--- src/lar_file_pkg.sv ---
package lar_file_pkg;

	// default LAR count, also the shared pool depth
	localparam int LAR_NUM_DEFAULT = 16;
	localparam int LAR_RD_PORTS = 3;

	localparam int LAR_DATA_W = 256;
	localparam int LAR_ADDR_W = 64;
	// lowest address bit that is part of the base address
	localparam int LAR_LINE_LSB = 5;
	localparam int LAR_BASE_W = LAR_ADDR_W - LAR_LINE_LSB;

	// fixed for the default of 16 LARs
	localparam int LAR_TAG_W = 4;
	localparam int LAR_DTYPE_W = 2;
	localparam int LAR_ISIZE_W = 2;

	typedef logic [LAR_TAG_W-1:0] lar_idx_t;
	typedef logic [LAR_TAG_W-1:0] lar_tag_t;
	typedef logic [LAR_TAG_W-1:0] lar_ref_t;
	typedef logic [LAR_DATA_W-1:0] lar_data_t;
	typedef logic [LAR_ADDR_W-1:0] lar_addr_t;
	typedef logic [LAR_BASE_W-1:0] lar_base_t;
	typedef logic [LAR_DTYPE_W-1:0] lar_dtype_t;
	typedef logic [LAR_ISIZE_W-1:0] lar_isize_t;

	typedef enum logic [1:0] {
		WR_ONLY_DATA,
		WR_DATA_AND_TYPE,
		WR_LOAD,
		WR_STORE
	} lar_write_type_e;

	// write command from the CPU, one-cycle strobe in req
	typedef struct packed {
		logic req;
		lar_write_type_e wr_type;
		lar_idx_t index;
		lar_data_t data;
		lar_addr_t addr;
		lar_dtype_t data_type;
		lar_isize_t int_size;
	} lar_wr_cmd_t;

	typedef struct packed {
		lar_addr_t addr;
		lar_tag_t tag;
		lar_dtype_t data_type;
		lar_isize_t int_size;
	} lar_meta_t;

	typedef struct packed {
		lar_base_t base;
		lar_data_t data;
		lar_ref_t ref_cnt;
		logic dirty;
	} lar_shared_t;

	// field-masked update of one shared entry
	// ref_delta is added to the count, never loaded
	typedef struct packed {
		logic en;
		lar_tag_t tag;
		logic set_base;
		lar_base_t base;
		logic set_data;
		lar_data_t data;
		logic set_ref;
		lar_ref_t ref_delta;
		logic set_dirty;
		logic dirty;
	} lar_shared_upd_t;

	// set_type covers both data type and int size
	typedef struct packed {
		logic en;
		lar_idx_t idx;
		logic set_addr;
		lar_addr_t addr;
		logic set_tag;
		lar_tag_t tag;
		logic set_type;
		lar_dtype_t data_type;
		lar_isize_t int_size;
	} lar_meta_upd_t;

	typedef struct packed {
		lar_data_t data;
		lar_addr_t addr;
		lar_tag_t tag;
		lar_dtype_t data_type;
		lar_isize_t int_size;
	} lar_rd_t;

	// write-back to memory, no back-pressure
	typedef struct packed {
		logic req;
		lar_data_t data;
		lar_base_t base;
	} lar_mem_wr_t;

endpackage
--- src/lar_tag_stack.sv ---
`timescale 1ns/1ps

module lar_tag_stack #(
	parameter int num_lars = lar_file_pkg::LAR_NUM_DEFAULT
) (
	input logic clk,
	input logic rst_n_i,
	input logic pop_i,
	input logic push_i,
	input logic [$clog2(num_lars)-1:0] push_tag_i,
	output logic [$clog2(num_lars)-1:0] top_tag_o
);
	import lar_file_pkg::*;

	localparam int tag_w = $clog2(num_lars);

	logic [tag_w-1:0] stack_q [num_lars];
	// points at the next tag to hand out
	logic [tag_w-1:0] ptr_q;

	assign top_tag_o = stack_q[ptr_q];

	// slot i starts with tag i, pointer at the last slot
	// so the first allocation gets the highest tag
	always_ff @(posedge clk)
	begin
		if (!rst_n_i)
		begin
			for (int i = 0; i < num_lars; i++)
			begin
				stack_q[i] <= tag_w'(i);
			end
			ptr_q <= tag_w'(num_lars - 1);
		end
		else if (push_i)
		begin
			// freed tag goes above the current top
			stack_q[ptr_q + 1'b1] <= push_tag_i;
			ptr_q <= ptr_q + 1'b1;
		end
		else if (pop_i)
		begin
			ptr_q <= ptr_q - 1'b1;
		end
	end

	// push and pop never come in the same cycle
	// a release frees a tag, an allocation takes one

endmodule

--- config.mk ---
export PLATFORM = sky130hd
export DESIGN_NAME = lar_tag_stack
export DESIGN_NICKNAME = d
export VERILOG_FILES = /design/src/lar_file_pkg.sv /design/src/lar_tag_stack.sv
export SDC_FILE = /design/constraint.sdc
export NUM_CORES = 1
export LEC_CHECK = 0
export BUFFER_PORTS_ARGS = -buffer_cell sky130_fd_sc_hd__buf_2
export CAP_MARGIN = 0
export CORE_ASPECT_RATIO = 1.75
export CORE_MARGIN = 3
export CORE_UTILIZATION = 61
export CTS_CLUSTER_DIAMETER = 200
export DETAILED_ROUTE_END_ITERATION = 7
export PLACE_DENSITY = 0.87
export REMOVE_ABC_BUFFERS = 1
export SLEW_MARGIN = 20
export SYNTH_ARGS = -nofsm -noshare
export SYNTH_HDL_FRONTEND = slang
export SYNTH_SLANG_ARGS = --single-unit
--- constraint.sdc ---
create_clock -name clk -period 2.2 [get_ports clk]
set_input_delay 0 -clock clk [delete_from_list [all_inputs] [get_ports clk]]
set_output_delay 0 -clock clk [all_outputs]
set_load 0.1 [all_outputs]
==> results of run 1 <==
worst register-to-register path, delay by kind of cell (launching register included):
family / cells / cell delay, ps
adders and majority gates: 1 / 260
and+or+nand+nor: 1 / 200
DFF: 1 / 320
AOI/OAI and AO/OA: 3 / 950
registers in the layout, summed over array words and instances (netlist names), named ones only:
| register | cells |
|---|---|
| stack_q | 64 |
| ptr_q | 4 |
kinds of logic after synthesis:
| kind of cell | Yosys count |
|---|---|
| buffers and inverters | 20 |
| DFF | 72 |
| and+or+nand+nor | 116 |
| muxes | 16 |
| xor gates and xnor gates | 3 |
| adders and majority gates | 6 |
| AOI/OAI and AO/OA | 32 |
cell usage after synthesis (all sizes together):
| cell | count | area (sq um) |
|---|---|---|
| ha | 6 | 75.1 |
| nor3 | 1 | 5.00 |
| edfxtp | 64 | 1920 |
| a21oi | 2 | 17.5 |
| a22oi | 4 | 30.0 |
| a32oi | 1 | 8.76 |
| buf | 12 | 93.8 |
| a221o | 1 | 10.0 |
| nand4 | 1 | 6.26 |
| nand2b | 6 | 37.5 |
| nand2 | 29 | 109 |
| and3 | 16 | 100 |
| nor2b | 4 | 25.0 |
| and2 | 1 | 8.76 |
| inv | 2 | 7.51 |
| nand3 | 12 | 60.1 |
| o21ai | 21 | 120 |
| a21o | 1 | 7.51 |
| dfxtp | 8 | 160 |
| xor2 | 1 | 8.76 |
| nor3b | 4 | 30.0 |
| nand4b | 1 | 8.76 |
| xnor2 | 2 | 17.5 |
| o21a | 2 | 15.0 |
| mux4 | 16 | 360 |
| clkbuf | 6 | 22.5 |
| nor2 | 24 | 90.1 |
| or3 | 16 | 100 |
| or2 | 1 | 6.26 |
worst paths after layout:
check	depth (start not counted)	from	slack, ps	to
hold / removal	4	pop_i	40	ptr_q[0]$_SDFFE_PN1N_
hold reg to reg	2	ptr_q[2]$_SDFFE_PN1N_	650	ptr_q[2]$_SDFFE_PN1N_
setup reg to reg	5	ptr_q[0]$_SDFFE_PN1N_	120	stack_q[6][2]$_SDFFCE_PN1P_
setup / recovery	5	flop	80	top_tag_o[3]
layer usage:
| layer | share of wire, % | GRT usage, % |
|---|---|---|
| met2 | 56 | 43.1 |
| met1 | 35 | 27.9 |
| met3 | 6.0 | 5.12 |
| met4 | 3.0 | 13.3 |
| met5 | 0 | 0 |
power groups by stage:
stage / Sequential (uW) / Combinational, uW / Clock, uW
6_report: 1600 / 772 / 1030
5_1_grt: 1600 / 832 / 1090
4_1_cts: 1600 / 760 / 1040
3_5_place_dp: 1630 / 759 / 0
3_3_place_gp: 1620 / 736 / 0
2_1_floorplan: 1640 / 530 / 0
layout make-up:
cell class              instances  area share, %
repair buffers                 23           4.06
inverters                       2          0.198
multi-input cells             173           33.2
flip-flops and latches         72           54.9
clock buffers                  10           3.37
well taps                      74           2.44
clock inverters                 6           1.85
through the flow:
| step | hold WS [ps] | setup TNS [ps] | power, uW | std cells | setup slack (ps) |
|---|---|---|---|---|---|
| 2_1_floorplan | 76.1 | -763 | 2170 | 247 | -194 |
| 3_3_place_gp | 405 | 0 | 2360 | 344 | 211 |
| 3_5_place_dp | 401 | 0 | 2390 | 344 | 107 |
| 4_1_cts | 29.0 | 0 | 3400 | 360 | 14.1 |
| 5_1_grt | 53.4 | -251 | 3530 | 360 | -25.3 |
| 6_report | 40.9 | 0 | 3400 | 360 | 83.7 |
==> impl_metrics.json, run 1 <==
{
  "synth-simple-area-share_pct": 16.9,
  "rsz0062_at_grt": "yes",
  "worstPathRequired_ps": 2200,
  "switching_share_pct": 31.9,
  "grt_max_degree": 29,
  "ys_types": 34,
  "routed_wl_um": 7280,
  "ys.warnings.count": 0,
  "cp_cell_sequence": "buf_4, mux4_2, a22oi_1, nand3_1, buf_2",
  "outcome": "finished clean",
  "drc_errors": 0,
  "clock_latency_ps": 350,
  "critPathLaunchType": "flop",
  "max_slew_margin_pct": 58.6,
  "io-pin-count": 12,
  "postSynthAreaPerCell_sq_um": 13.1,
  "numCtsBuffers": 9,
  "die_y_um": 106,
  "post-route-period-util_pct": 96.2,
  "ir_drop_mv": 0.647,
  "core_sq_um": 5390,
  "fmax_mhz": 473,
  "final_area_sq_um": 3790,
  "intPower_uw": 2310,
  "setup_violations": 0,
  "regArea_sq_um": 2080,
  "crit_buf_inv": 2,
  "ctsHoldBuffers": 0,
  "timing_hold_violations_final": 0,
  "clock_skew_ps": 10.3,
  "final_cell_mix": "edfxtp_1, nand2_1, nor2_1",
  "syn-cell-area_sq_um": 3460,
  "dp_hpwl_um": 5320,
  "initialDrtViolationCount": 128,
  "cp_slowest_cell": "mux4_2",
  "crit_fanout": 9,
  "synthMuxAreaShare_pct": 10.4,
  "htreeDepth": 3,
  "cts_setup_buffers": 0,
  "p_clk_share_pct": 30.3,
  "start_util_pct": 64.3,
  "switchingPower_uw": 1080,
  "max-cap-violations": 0,
  "rows": 35,
  "wire_per_inst_um": 20.2,
  "grt_pass1_vias": 2291,
  "diodes": 0,
  "synth_fa_ha_area_share_pct": 2.17,
  "period_needed_ps": 2120,
  "dr.pass1.iters": 5,
  "drive_above_1_share_pct": 20.6,
  "nFillCells": 373,
  "leakage_uw": 0.00126,
  "synth_top_family_by_area": "simple AND/OR/NAND/NOR gates",
  "io_buffers": 11,
  "layout_commonest_cell": "edfxtp_1",
  "die_area_sq_um": 6650,
  "hold_class": "input pin to flop",
  "synth_xor_area_share_pct": 0.759,
  "multi_input_area_sq_um": 1260,
  "via_per_inst": 6.22,
  "nNetsFinal": 295,
  "placed_cell_area_sq_um": 3580,
  "clockRootBuffer": "clkbuf_8",
  "critPathMaxStageDelay_ps": 520,
  "power.density_nw_per_um2": 897,
  "critPathKind": "flop to primary output",
  "clock_path_buffers": 2,
  "yosysSeqAreaShare_pct": 60.1,
  "post_cts_resize_count": 0,
  "cts_sinks": 72,
  "seqPwrFrac_pct": 47.0,
  "synth_compound_area_share_pct": 6.03,
  "ant_nets": 0,
  "antenna_found_initial": 0,
  "gr-total-overflow": 0,
  "grt_use_total_pct": 24.7,
  "ys_seq_elements": 72,
  "grt_pass1_wl_um": 11900,
  "pwr-share-comb_pct": 22.7,
  "area_growth_pct": 9.47,
  "timing.critical_path.arrival_ps": 2120,
  "worst_pin_slew_ps": 615,
  "vias": 2238,
  "cts_tree": "done",
  "drv_slew": 0,
  "gp_congestion": 0.817,
  "setup.worst_path.end_class": "primary output",
  "fp.dieW_um": 63.0,
  "clk_pin_slew_ps": 80,
  "synthCells": 265,
  "path_delay_family": "multiplexers",
  "utilization_pct": 70.4
}
(Power assumes the default switching activity.)
==> run 2: changes to the inputs <==
--- a/config.mk
+++ b/config.mk
@@ -9,10 +9,10 @@
 export CAP_MARGIN = 0
 export CORE_ASPECT_RATIO = 1.75
 export CORE_MARGIN = 3
-export CORE_UTILIZATION = 61
+export CORE_UTILIZATION = 40
 export CTS_CLUSTER_DIAMETER = 200
 export DETAILED_ROUTE_END_ITERATION = 7
-export PLACE_DENSITY = 0.87
+export PLACE_DENSITY = 0.63
 export REMOVE_ABC_BUFFERS = 1
 export SLEW_MARGIN = 20
 export SYNTH_ARGS = -nofsm -noshare
==> impl_metrics.json, run 2 (synthesis results as in run 1) <==
{
  "outcome": "finished clean",
  "core_sq_um": 8370,
  "critPathKind": "flop to flop",
  "ctsHoldBuffers": 0,
  "setup.worst_path.end_class": "flop",
  "ir_drop_mv": 0.412,
  "initialDrtViolationCount": 190,
  "leakage_uw": 0.00134,
  "path_delay_family": "compound AO/OA/AOI/OAI gates",
  "largest_reg_flops": 64,
  "nFillCells": 777,
  "clock_path_buffers": 2,
  "post-route-period-util_pct": 97.4,
  "intPower_uw": 2620,
  "power.density_nw_per_um2": 930,
  "routed_wl_um": 7810,
  "final_cell_mix": "edfxtp_1, nand2_1, nor2_1, buf_4",
  "crit_start": "ptr_q[0]$_SDFFE_PN1N_",
  "dp_hpwl_um": 5840,
  "crit_buf_inv": 0,
  "fin_total_pwr_uw": 3690,
  "period_needed_ps": 2140,
  "clockRootBuffer": "clkbuf_16",
  "critPathMaxStageDelay_ps": 650,
  "timing.critical_path.arrival_ps": 2100,
  "cts_sinks": 72,
  "r2r-start": "ptr_q[0]$_SDFFE_PN1N_",
  "numCtsBuffers": 9,
  "rsz0062_at_grt": "yes",
  "cp_slowest_cell": "o21ai_0",
  "top_regs": "stack_q x64, ptr_q x4",
  "dr.pass1.iters": 4,
  "cts_tree": "done",
  "start_util_pct": 41.4,
  "grt_use_total_pct": 17.0,
  "area_growth_pct": 14.5,
  "p_clk_share_pct": 35.4,
  "io-pin-count": 12,
  "layout_commonest_cell": "edfxtp_1",
  "hold_class": "input pin to flop",
  "via_per_inst": 5.32,
  "ant_nets": 0,
  "vias": 2167,
  "pwr-share-comb_pct": 21.1,
  "crit_fanout": 8,
  "wire_per_inst_um": 19.2,
  "worstPathRequired_ps": 2150,
  "diodes": 0,
  "drive_above_1_share_pct": 21.2,
  "utilization_pct": 47.4,
  "max-cap-violations": 0,
  "rows": 44,
  "grt_max_degree": 20,
  "clock_latency_ps": 330,
  "setup_violations": 0,
  "fmax_mhz": 467,
  "critPathLaunchType": "flop",
  "clk_pin_slew_ps": 50,
  "fp.dieW_um": 76.3,
  "gp_congestion": 0.817,
  "die_y_um": 129,
  "die_area_sq_um": 9860,
  "drc_errors": 0,
  "tns_ps": 0,
  "nNetsFinal": 301,
  "gr-total-overflow": 0,
  "regMostFlops": "stack_q",
  "cp_cell_sequence": "ha_1, nand2b_1, o21ai_4, o21ai_1, o21ai_0",
  "timing_hold_violations_final": 0,
  "antenna_found_initial": 0,
  "seqPwrFrac_pct": 43.5,
  "max_slew_margin_pct": 51.6,
  "worst_pin_slew_ps": 719,
  "htreeDepth": 3,
  "min_from": "pop_i",
  "switchingPower_uw": 1070,
  "grt_pass1_vias": 2226,
  "drv_slew": 0,
  "switching_share_pct": 29.0,
  "clock_skew_ps": 5.75,
  "grt_pass1_wl_um": 12200,
  "io_buffers": 11
}
==> run 2: cell type report <==
cell class | count | area (sq um) | share of cell area [%]
Clock buffer | 15 | 268 | 6.75
Multi-Input combinational cell | 173 | 1260 | 31.8
Inverter | 2 | 7.51 | 0.189
Sequential cell | 72 | 2080 | 52.5
Clock inverter | 1 | 3.75 | 0.0946
Timing Repair Buffer | 29 | 199 | 5.02
Tap cell | 115 | 144 | 3.63
==> run 2: repair_timing <==
item	4_1_cts	5_1_grt
endpoints found under the setup margin	0	30
setup buffers	0	0
resized for setup	0	9
endpoints found under the hold margin	0	0
==> run 2: worst paths after layout <==
check	endpoint	slack [ps]	depth (start not counted)
worst min register to register	ptr_q[2]$_SDFFE_PN1N_	690	2
worst max register to register	stack_q[4][1]$_SDFFCE_PN0P_	60	5
worst min-delay path	ptr_q[0]$_SDFFE_PN1N_	90	4
worst max-delay path	stack_q[4][1]$_SDFFCE_PN0P_	60	5
==> run 2: power groups by stage <==
stage / clock, uW / combinational, uW / sequential, uW
detailed placement: 0 / 771 / 1630
finish: 1310 / 778 / 1610
floorplan: 0 / 530 / 1640
CTS: 1320 / 773 / 1610
global route: 1390 / 844 / 1610
global placement: 0 / 763 / 1630
==> run 2: per-layer routing <==
layer | track usage (%) | up-vias | part of all wire (%) | routed length (um)
met3 | 2.29 | 21 | 3.8 | 296
met5 | 0 | - | 0 | 0
met1 | 18.4 | 1048 | 37 | 2900
met4 | 12.0 | 0 | 4.6 | 358
met2 | 30.6 | 62 | 54 | 4250
li1 | - | 1036 | - | -
==> run 2: worst min-delay path: cells and delay by family <==
family | cells | cell delay [ps]
AND/OR/NAND/NOR | 2 | 150
XOR/XNOR | 1 | 120
buffers and inverters | 1 | 100
==> run 2: metrics by stage <==
step           setup slack, ps  std cells  cell area [sq um]  hold slack [ps]
2_1_floorplan             -194        247               3350             76.1
3_3_place_gp              89.3        391               3680              420
3_5_place_dp              35.5        391               3680              417
4_1_cts                   6.56        407               3950             81.4
5_1_grt                  -44.4        407               3970              112
6_report                  56.7        407               3970             85.2
