## config.mk

```make
export PLATFORM = sky130hd
export DESIGN_NAME = lar_write_ctrl
export DESIGN_NICKNAME = d
export VERILOG_FILES = /design/src/lar_file_pkg.sv /design/src/lar_write_ctrl.sv
export SDC_FILE = /design/constraint.sdc
export NUM_CORES = 1
export LEC_CHECK = 0
export CAP_MARGIN = 20
export CORE_AREA = 3 3 692 694
export CTS_CLUSTER_DIAMETER = 60
export DETAILED_ROUTE_END_ITERATION = 6
export DIE_AREA = 0 0 695 697
export DONT_BUFFER_PORTS = 1
export GPL_TIMING_DRIVEN = 0
export PLACE_DENSITY = 0.3
export SYNTH_ARGS = -nofsm -noshare
export SYNTH_HDL_FRONTEND = slang
export SYNTH_SLANG_ARGS = --single-unit
```

## constraint.sdc

```tcl
create_clock -name clk -period 1.7 [get_ports clk]
set_input_delay 0.085 -clock clk [delete_from_list [all_inputs] [get_ports clk]]
set_output_delay 0.085 -clock clk [all_outputs]
set_load 0.1 [all_outputs]
```

## src/lar_file_pkg.sv

```systemverilog
package lar_file_pkg;

	// default LAR count, also the shared pool depth
	localparam int LAR_NUM_DEFAULT = 16;
	localparam int LAR_RD_PORTS = 3;

	localparam int LAR_DATA_W = 256;
	localparam int LAR_ADDR_W = 64;
	// lowest address bit that is part of the base address
	localparam int LAR_LINE_LSB = 5;
	localparam int LAR_BASE_W = LAR_ADDR_W - LAR_LINE_LSB;

	// fixed for the default of 16 LARs
	localparam int LAR_TAG_W = 4;
	localparam int LAR_DTYPE_W = 2;
	localparam int LAR_ISIZE_W = 2;

	typedef logic [LAR_TAG_W-1:0] lar_idx_t;
	typedef logic [LAR_TAG_W-1:0] lar_tag_t;
	typedef logic [LAR_TAG_W-1:0] lar_ref_t;
	typedef logic [LAR_DATA_W-1:0] lar_data_t;
	typedef logic [LAR_ADDR_W-1:0] lar_addr_t;
	typedef logic [LAR_BASE_W-1:0] lar_base_t;
	typedef logic [LAR_DTYPE_W-1:0] lar_dtype_t;
	typedef logic [LAR_ISIZE_W-1:0] lar_isize_t;

	typedef enum logic [1:0] {
		WR_ONLY_DATA,
		WR_DATA_AND_TYPE,
		WR_LOAD,
		WR_STORE
	} lar_write_type_e;

	// write command from the CPU, one-cycle strobe in req
	typedef struct packed {
		logic req;
		lar_write_type_e wr_type;
		lar_idx_t index;
		lar_data_t data;
		lar_addr_t addr;
		lar_dtype_t data_type;
		lar_isize_t int_size;
	} lar_wr_cmd_t;

	typedef struct packed {
		lar_addr_t addr;
		lar_tag_t tag;
		lar_dtype_t data_type;
		lar_isize_t int_size;
	} lar_meta_t;

	typedef struct packed {
		lar_base_t base;
		lar_data_t data;
		lar_ref_t ref_cnt;
		logic dirty;
	} lar_shared_t;

	// field-masked update of one shared entry
	// ref_delta is added to the count, never loaded
	typedef struct packed {
		logic en;
		lar_tag_t tag;
		logic set_base;
		lar_base_t base;
		logic set_data;
		lar_data_t data;
		logic set_ref;
		lar_ref_t ref_delta;
		logic set_dirty;
		logic dirty;
	} lar_shared_upd_t;

	// set_type covers both data type and int size
	typedef struct packed {
		logic en;
		lar_idx_t idx;
		logic set_addr;
		lar_addr_t addr;
		logic set_tag;
		lar_tag_t tag;
		logic set_type;
		lar_dtype_t data_type;
		lar_isize_t int_size;
	} lar_meta_upd_t;

	typedef struct packed {
		lar_data_t data;
		lar_addr_t addr;
		lar_tag_t tag;
		lar_dtype_t data_type;
		lar_isize_t int_size;
	} lar_rd_t;

	// write-back to memory, no back-pressure
	typedef struct packed {
		logic req;
		lar_data_t data;
		lar_base_t base;
	} lar_mem_wr_t;

endpackage
```

## src/lar_write_ctrl.sv

```systemverilog
`timescale 1ns/1ps

module lar_write_ctrl #(
	parameter int num_lars = lar_file_pkg::LAR_NUM_DEFAULT
) (
	input logic clk,
	input logic rst_n_i,
	input lar_file_pkg::lar_wr_cmd_t wr_cmd_i,
	input lar_file_pkg::lar_meta_t wr_meta_i,
	input lar_file_pkg::lar_shared_t wr_entry_i,
	input logic [$clog2(num_lars)-1:0] hit_tag_i,
	input logic [$clog2(num_lars)-1:0] top_tag_i,
	output lar_file_pkg::lar_meta_upd_t meta_upd_o,
	output lar_file_pkg::lar_shared_upd_t upd_tgt_o,
	output lar_file_pkg::lar_shared_upd_t upd_old_o,
	output logic pop_o,
	output logic push_o,
	output logic [$clog2(num_lars)-1:0] push_tag_o,
	output lar_file_pkg::lar_mem_wr_t mem_wr_o
);
	import lar_file_pkg::*;

	localparam int tag_w = $clog2(num_lars);

	logic wr_en;
	logic is_load;
	logic own_sole;
	logic wb_req;
	lar_base_t in_base;
	logic [tag_w-1:0] own_tag;
	lar_mem_wr_t mem_wr_q;

	// LAR 0 is hard-wired
	assign wr_en = wr_cmd_i.req && (wr_cmd_i.index != '0);
	assign is_load = (wr_cmd_i.wr_type == WR_LOAD);
	assign in_base = wr_cmd_i.addr[LAR_ADDR_W-1:LAR_LINE_LSB];
	assign own_tag = wr_meta_i.tag;
	// this LAR is the only reference to its entry
	assign own_sole = (wr_entry_i.ref_cnt == lar_ref_t'(1));

	always_comb
	begin
		meta_upd_o = '0;
		upd_tgt_o = '0;
		upd_old_o = '0;
		pop_o = 1'b0;
		push_o = 1'b0;
		wb_req = 1'b0;
		// a released tag is always the own one
		push_tag_o = own_tag;

		// values fixed, set bits pick what lands
		meta_upd_o.idx = wr_cmd_i.index;
		meta_upd_o.addr = wr_cmd_i.addr;
		meta_upd_o.data_type = wr_cmd_i.data_type;
		meta_upd_o.int_size = wr_cmd_i.int_size;
		upd_old_o.tag = own_tag;

		if (wr_en)
		begin
			case (wr_cmd_i.wr_type)
			WR_ONLY_DATA, WR_DATA_AND_TYPE:
			begin
				// unallocated LAR has nothing to write into
				if (own_tag != '0)
				begin
					upd_old_o.en = 1'b1;
					upd_old_o.set_data = 1'b1;
					upd_old_o.data = wr_cmd_i.data;
					// same data keeps memory in sync
					if (wr_entry_i.data != wr_cmd_i.data)
					begin
						upd_old_o.set_dirty = 1'b1;
						upd_old_o.dirty = 1'b1;
					end
					if (wr_cmd_i.wr_type == WR_DATA_AND_TYPE)
					begin
						meta_upd_o.en = 1'b1;
						meta_upd_o.set_type = 1'b1;
					end
				end
			end
			default:
			begin
				// load or store, address and type always land
				meta_upd_o.en = 1'b1;
				meta_upd_o.set_addr = 1'b1;
				meta_upd_o.set_type = 1'b1;

				if ((hit_tag_i != '0) && (hit_tag_i != own_tag))
				begin
					// alias another live entry
					meta_upd_o.set_tag = 1'b1;
					meta_upd_o.tag = hit_tag_i;
					upd_tgt_o.en = 1'b1;
					upd_tgt_o.tag = hit_tag_i;
					upd_tgt_o.set_ref = 1'b1;
					upd_tgt_o.ref_delta = lar_ref_t'(1);
					upd_tgt_o.set_data = 1'b1;
					upd_tgt_o.set_dirty = 1'b1;
					// store carries own data over, dirty
					upd_tgt_o.data = is_load ? wr_cmd_i.data : wr_entry_i.data;
					upd_tgt_o.dirty = !is_load;

					// drop the old reference if there was one
					if (wr_entry_i.ref_cnt != '0)
					begin
						upd_old_o.en = 1'b1;
						upd_old_o.set_ref = 1'b1;
						upd_old_o.ref_delta = '1;
					end
					// last reference gone, free the tag
					if (own_sole)
					begin
						push_o = 1'b1;
						upd_old_o.set_dirty = 1'b1;
						upd_old_o.dirty = 1'b0;
						wb_req = wr_entry_i.dirty;
					end
				end
				else if (hit_tag_i != '0)
				begin
					// hit on own entry, only a load changes it
					if (is_load)
					begin
						upd_old_o.en = 1'b1;
						upd_old_o.set_data = 1'b1;
						upd_old_o.data = wr_cmd_i.data;
						upd_old_o.set_dirty = 1'b1;
						upd_old_o.dirty = 1'b0;
					end
				end
				else if (own_sole)
				begin
					// no alias, retarget own entry in place
					upd_old_o.en = 1'b1;
					upd_old_o.set_base = 1'b1;
					upd_old_o.base = in_base;
					upd_old_o.set_dirty = 1'b1;
					upd_old_o.dirty = !is_load;
					upd_old_o.set_data = is_load;
					upd_old_o.data = wr_cmd_i.data;
					// old line leaves, flush if modified
					wb_req = (wr_entry_i.base != in_base) && wr_entry_i.dirty;
				end
				else
				begin
					// no alias and entry unowned or shared
					// allocate a fresh tag from the stack
					pop_o = 1'b1;
					meta_upd_o.set_tag = 1'b1;
					meta_upd_o.tag = top_tag_i;
					upd_tgt_o.en = 1'b1;
					upd_tgt_o.tag = top_tag_i;
					upd_tgt_o.set_base = 1'b1;
					upd_tgt_o.base = in_base;
					upd_tgt_o.set_ref = 1'b1;
					upd_tgt_o.ref_delta = lar_ref_t'(1);
					upd_tgt_o.set_data = 1'b1;
					upd_tgt_o.set_dirty = 1'b1;
					upd_tgt_o.dirty = !is_load;
					if (is_load)
					begin
						upd_tgt_o.data = wr_cmd_i.data;
					end
					else if (wr_entry_i.ref_cnt != '0)
					begin
						upd_tgt_o.data = wr_entry_i.data;
					end
					// shared entry keeps its other users
					if (wr_entry_i.ref_cnt != '0)
					begin
						upd_old_o.en = 1'b1;
						upd_old_o.set_ref = 1'b1;
						upd_old_o.ref_delta = '1;
					end
				end
			end
			endcase
		end
	end

	// one-cycle write-back of the old entry
	// payload zero while idle
	always_ff @(posedge clk)
	begin
		if (!rst_n_i)
		begin
			mem_wr_q <= '0;
		end
		else if (wb_req)
		begin
			mem_wr_q.req <= 1'b1;
			mem_wr_q.data <= wr_entry_i.data;
			mem_wr_q.base <= wr_entry_i.base;
		end
		else
		begin
			mem_wr_q <= '0;
		end
	end

	assign mem_wr_o = mem_wr_q;

endmodule

```

==> impl_metrics.tcl, run 1 <==
set metrics [dict create \
    ctsHtreeMaxLevel 3 \
    cp_data_required_time_ns 1.62 \
    setup-tns-final_ns -879.45 \
    placedCellCount 9239 \
    startpoint_type "input port" \
    maxCapViolCount 0 \
    switching_share_pct 43.8 \
    grt_max_degree 13 \
    dieArea_um2 484000 \
    internal_power_w 0.0218 \
    setup_viol 1251 \
    yosys_warnings 0 \
    crit_type "in2out" \
    p_seq_share_pct 19.4 \
    routed_wl_mm 517 \
    top_layer_used "met5" \
    slew_headroom_pct 17.9 \
    whs_path_depth 2 \
    max_slew.worst_pin.slew_ns 1.23 \
    row_count 253 \
    violations "setup timing" \
    cp-startpoint "wr_cmd_i[144]" \
    netlist_top_cells_area "dfxtp_1 32%, and2_1 20%, nor3_1 6.5%, a21oi_1 6.4%, xnor2_1 5.2%" \
    io_buffer_count 0 \
    finalHoldViolations 0 \
    cts.path.max_buffers 4 \
    synth_top_area_cell "dfxtp_1" \
    cp-end-kind "output pin" \
    core_um2 474000 \
    antenna_found_initial 298 \
    wl_met2_mm 253 \
    arrival_ns 3.14 \
    via_per_inst 2.88 \
    dr_wl_met3_mm 54.3 \
    fin_ws_ns -1.52 \
    largest_register_ffs 316 \
    synth_seq_cells 316 \
    synth_edf_count 0 \
    cts-root-buf "clkbuf_16" \
    grt_util_all_layers_pct 20.6 \
    ir_worst_vdd_uv 675 \
    synth_area_per_cell_um2 7.57 \
    syn2layout_area_growth_pct 146 \
    fmax_ghz 0.310 \
    slew_viol_final 0 \
    p_comb_share_pct 38.8 \
    antenna_left 0 \
    gp_congestion 0.880 \
    dp_hpwl_mm 422 \
    cp-endpoint "upd_old_o[1]" \
    netlist_instances 2646 \
    vias 29000 \
    fin_crit_sh_pct 190 \
    die_h_um 697 \
    stdcell_count 10100 \
    first_global_vias 26900 \
    drc_errors 0 \
    nets 4315 \
    tritoncts.num_buffers 78 \
    cts_sinks 316 \
    path_clk_slew_ns 0.05 \
    ios 1793 \
    drive_above_1_share_pct 39.3 \
    holdWs_ns 0.0743 \
    grt_pass1_wl_mm 583 \
    synth_area_um2 20000 \
    wl_per_cell_um 51.3 \
    netlist-cell-type-count 46 \
    status "finished, violations left" \
    first_pass_iters 5 \
    wl_met1_mm 195 \
    p_switching_w 0.0171 \
    ys_seq_area_share_pct 31.6 \
    hp-class "in2reg" \
    pwr-share-clk_pct 41.8 \
    synthArstFlopShare_pct 0 \
    synth_top_area_share_pct 31.6 \
    synth_flop_cell "dfxtp_1" \
    dieWidth_um 695 \
    cts_tree "yes" \
    p_per_area_nw_per_um2 789 \
    initial_core_util_pct 4.23 \
    leakagePower_nw 17.2 \
    rsz0062_at_grt "yes" \
    dr.first_iter.drc_count 3127 \
    place_ws_ns -2.77 \
    min_period_ns 3.22 \
    overflow 0 \
    critPathMaxFanout 3 \
    nFillCells 54300 \
]
-- per-stage QoR --
step	area [µm²]	util, %	total power, W
2_1_floorplan	20900	-	0.0153
3_3_place_gp	28800	6.07	0.0180
3_5_place_dp	37800	7.97	0.0200
4_1_cts	47700	10.1	0.0396
5_1_grt	49100	10.4	0.0401
6_report	49300	10.4	0.0389
-- power by group through the flow --
stage | registers (W) | clock network, W | logic [W]
final | 0.00753 | 0.0163 | 0.0151
after CTS | 0.00753 | 0.0170 | 0.0150
after floorplan | 0.00768 | 0 | 0.00759
after global routing | 0.00752 | 0.0171 | 0.0154
after detailed placement | 0.00768 | 0 | 0.0124
after global placement | 0.00770 | 0 | 0.0103
-- synthesized netlist by cell type, types with 11 or more instances --
library cell / instances
inv_1: 81
a21oi_1: 258
nand2b_1: 23
o2bb2ai_1: 12
buf_4: 100
dfxtp_1: 316
xor2_1: 103
and2_1: 632
clkbuf_1: 114
nand4_1: 42
buf_2: 30
a2111o_1: 11
o22ai_1: 27
nor4_1: 48
clkbuf_2: 21
xnor2_1: 118
nor2_1: 264
nor3_1: 259
nor2b_1: 41
buf_6: 23
and3_1: 59
-- worst min-delay path by stage --
stage,startpoint,endpoint
finish,wr_entry_i[94],mem_wr_o[148]
global route,wr_entry_i[109],mem_wr_o[163]
CTS,wr_entry_i[91],mem_wr_o[145]
detailed placement,wr_entry_i[297],mem_wr_o[36]
global placement,wr_entry_i[124],mem_wr_o[178]
floorplan,wr_entry_i[261],mem_wr_o[0]
-- timing repair --
action | in CTS | in global routing
hold buffers | 387 | 0
hold endpoints to repair | 315 | 0
cloned | 11 | 6
resized for setup | 840 | 346
endpoints found under the setup margin | 1270 | 1261
buffers inserted | 76 | 54
pin swaps | 269 | 160
-- cells in the final DEF, fill, tap and decap left out, types with 56 or more instances in the layout --
master,netlist,layout
dlygate4sd3_1,0,387
and2_1,632,373
dfxtp_1,316,311
nor2_1,264,259
and2_4,1,257
a21oi_1,258,252
diode_2,0,206
nor3_4,0,200
buf_16,0,160
buf_12,0,156
buf_4,100,153
clkbuf_16,0,150
xnor2_1,118,109
xor2_1,103,100
inv_1,81,80
buf_6,23,63
nor3_2,1,59
clkbuf_1,114,56
-- worst max-delay path, stage by stage --
cell and delay, ns:
xnor2_1 0.77, nand4_1 0.35, nor4_2 0.34, nand4_1 0.48, nor4_2 0.35, and4_4 0.28
buf_12 0.14, nor3_4 0.08, buf_16 0.18
-- metal layers --
metal  GRT usage, %  up-vias
met5              0        -
met4           4.67       66
met3           8.56      603
met2           35.8     2548
met1           23.2    15000
li1               -    10900
-- area by class of cell --
type	instances	area [µm²]	share of cell area (%)
inverters	81	320	0.649
flip-flops and latches	316	6330	12.8
clock inverters	42	518	1.05
repair buffers	867	13600	27.5
plain buffers	280	2790	5.66
clock buffers	91	2100	4.26
well taps	6247	7820	15.8
multi-input cells	1958	15400	31.2
diodes	206	515	1.05
-- kinds of logic (layout without fill, tap and decap cells) --
kind of cell / after synthesis / after routing / share of synthesized area, %
flip-flops: 316 / 316 / 31.6
other: 1 / 209 / 0.0187
XOR/XNOR: 221 / 221 / 9.67
AO/OA/AOI/OAI: 350 / 350 / 10.3
multiplexers: 1 / 1 / 0.0562
AND/OR/NAND/NOR: 1383 / 1383 / 38.3
buffers and inverters: 374 / 1361 / 10.1
Note: power is estimated with default switching activity, not from simulation.
==> run 2, diff against run 1 <==
CORE_AREA = 2 2 691 693   (was 3 3 692 694)
DIE_AREA = 0 0 693 695   (was 0 0 695 697)
clock period = 3.7 ns   (was 1.7 ns; I/O delays follow)
==> impl_metrics.tcl, run 2 (synthesized netlist as in run 1, its figures left out) <==
set metrics [dict create \
    status "completed" \
    grt_util_all_layers_pct 19.9 \
    hp-class "in2reg" \
    critPathMaxFanout 3 \
    grt_max_degree 18 \
    min_period_ns 3.68 \
    ctsHtreeMaxLevel 3 \
    slew_viol_final 0 \
    dieArea_um2 482000 \
    initial_core_util_pct 4.23 \
    startpoint_type "input port" \
    ir_worst_vdd_uv 310 \
    maxCapViolCount 0 \
    dieWidth_um 693 \
    cp_data_required_time_ns 3.51 \
    worst_path_largest_cell_delay_ns 0.66 \
    ios 1793 \
    dp_hpwl_mm 411 \
    tritoncts.num_buffers 82 \
    row_count 253 \
    grt_pass1_wl_mm 559 \
    cp-end-kind "output pin" \
    arrival_ns 3.49 \
    syn2layout_area_growth_pct 118 \
    setup-tns-final_ns 0 \
    nFillCells 54900 \
    crit_type "in2out" \
    seq_area_um2 6330 \
    nets 4058 \
    cts.path.max_buffers 4 \
    largest_register_ffs 316 \
    first_global_vias 25400 \
    p_per_area_nw_per_um2 410 \
    overflow 0 \
    crit_path_frequent_cell "nand4_1" \
    multi_input_area_um2 14600 \
    io_buffer_count 0 \
    first_pass_iters 6 \
    antenna_found_initial 364 \
    max_slew.worst_pin.slew_ns 1.20 \
    routed_wl_mm 499 \
    cts_tree "yes" \
    fin_crit_sh_pct 99.5 \
    wl_per_cell_um 50.5 \
    die_h_um 695 \
    fin_ws_ns 0.0203 \
    postCtsSetupBuffers 0 \
    crit_path_top_delay_cell "nor4_4" \
    finalHoldViolations 0 \
    core_um2 474000 \
    gp_congestion 0.895 \
    cts-root-buf "clkbuf_16" \
    vias 28100 \
    path_cells "xnor2_2 > nand4_1 > nor4_4 > nand4_1 > nor4_1 > and4_1 > buf_12 > nor3_2 > buf_16" \
    holdWs_ns 0.0828 \
    drc_errors 0 \
    fmax_ghz 0.272 \
    slew_headroom_pct 20.1 \
    final_common_cell "and2_1" \
    dr.first_iter.drc_count 3230 \
    setup_viol 0 \
    leakagePower_nw 14.7 \
    antenna_left 0 \
    rsz0062_at_grt "no" \
    cts_sinks 316 \
    via_per_inst 2.84 \
    layout_common_cells "493 x and2_1, 330 x dlygate4sd3_1, 314 x dfxtp_1" \
    drive_above_1_share_pct 31.5 \
    path_clk_slew_ns 0.05 \
    place_ws_ns -1.20 \
]
-- run 2: worst paths after layout --
check / from / end / slack (ns) / cells past startpoint
setup / recovery: wr_cmd_i[322] / upd_old_o[1] / 0.02 / 9
hold / removal: wr_entry_i[118] / mem_wr_o[172] / 0.08 / 2
-- run 2: what timing repair did --
item | 4_1_cts | 5_1_grt
gates resized for setup | 233 | 8
endpoints found under the hold margin | 315 | 0
hold buffers | 330 | 0
setup endpoints to repair | 440 | 17
pin swaps | 26 | 8
-- run 2: critical path, delay by kind of cell --
| kind | cells | cell delay (ns) |
|---|---|---|
| buffers and inverters | 2 | 0.38 |
| and+or+nand+nor | 6 | 2.37 |
| xor gates and xnor gates | 1 | 0.50 |
-- run 2: stage by stage --
step / cell area, µm² / std cells / util, % / power, W
2_1_floorplan: 20800 / 2648 / - / 0.00698
4_1_cts: 42900 / 9636 / 9.06 / 0.0183
3_5_place_dp: 36200 / 9160 / 7.64 / 0.00909
5_1_grt: 43300 / 9784 / 9.14 / 0.0184
3_3_place_gp: 28600 / 8895 / 6.05 / 0.00821
6_report: 43600 / 9886 / 9.19 / 0.0179
-- run 2: cell type report --
class / instances / share of cell area, %
Multi-Input combinational cell: 1958 / 33.5
Buffer: 291 / 4.16
Clock inverter: 51 / 1.77
Tap cell: 6247 / 17.9
Antenna cell: 251 / 1.44
Sequential cell: 316 / 14.5
Inverter: 81 / 0.698
Timing Repair Buffer: 595 / 21.0
Clock buffer: 96 / 4.97
-- run 2: per-layer routing --
metal  part of all wire [%]  GRT usage [%]  vias to the layer above
met3                     10           8.23                      518
met4                    2.8           5.38                       58
met2                     48           33.7                     2572
met1                     39           23.1                    14600
li1                       -              -                    10400
met5                  0.085              0                        -
-- run 2: where the power goes --
group,internal [W],total [W],switching (W)
clock network,0.00526,0.00828,0.00302
registers,0.00341,0.00346,0.0000475
logic,0.00145,0.00611,0.00466
total,0.0101,0.0179,0.00773
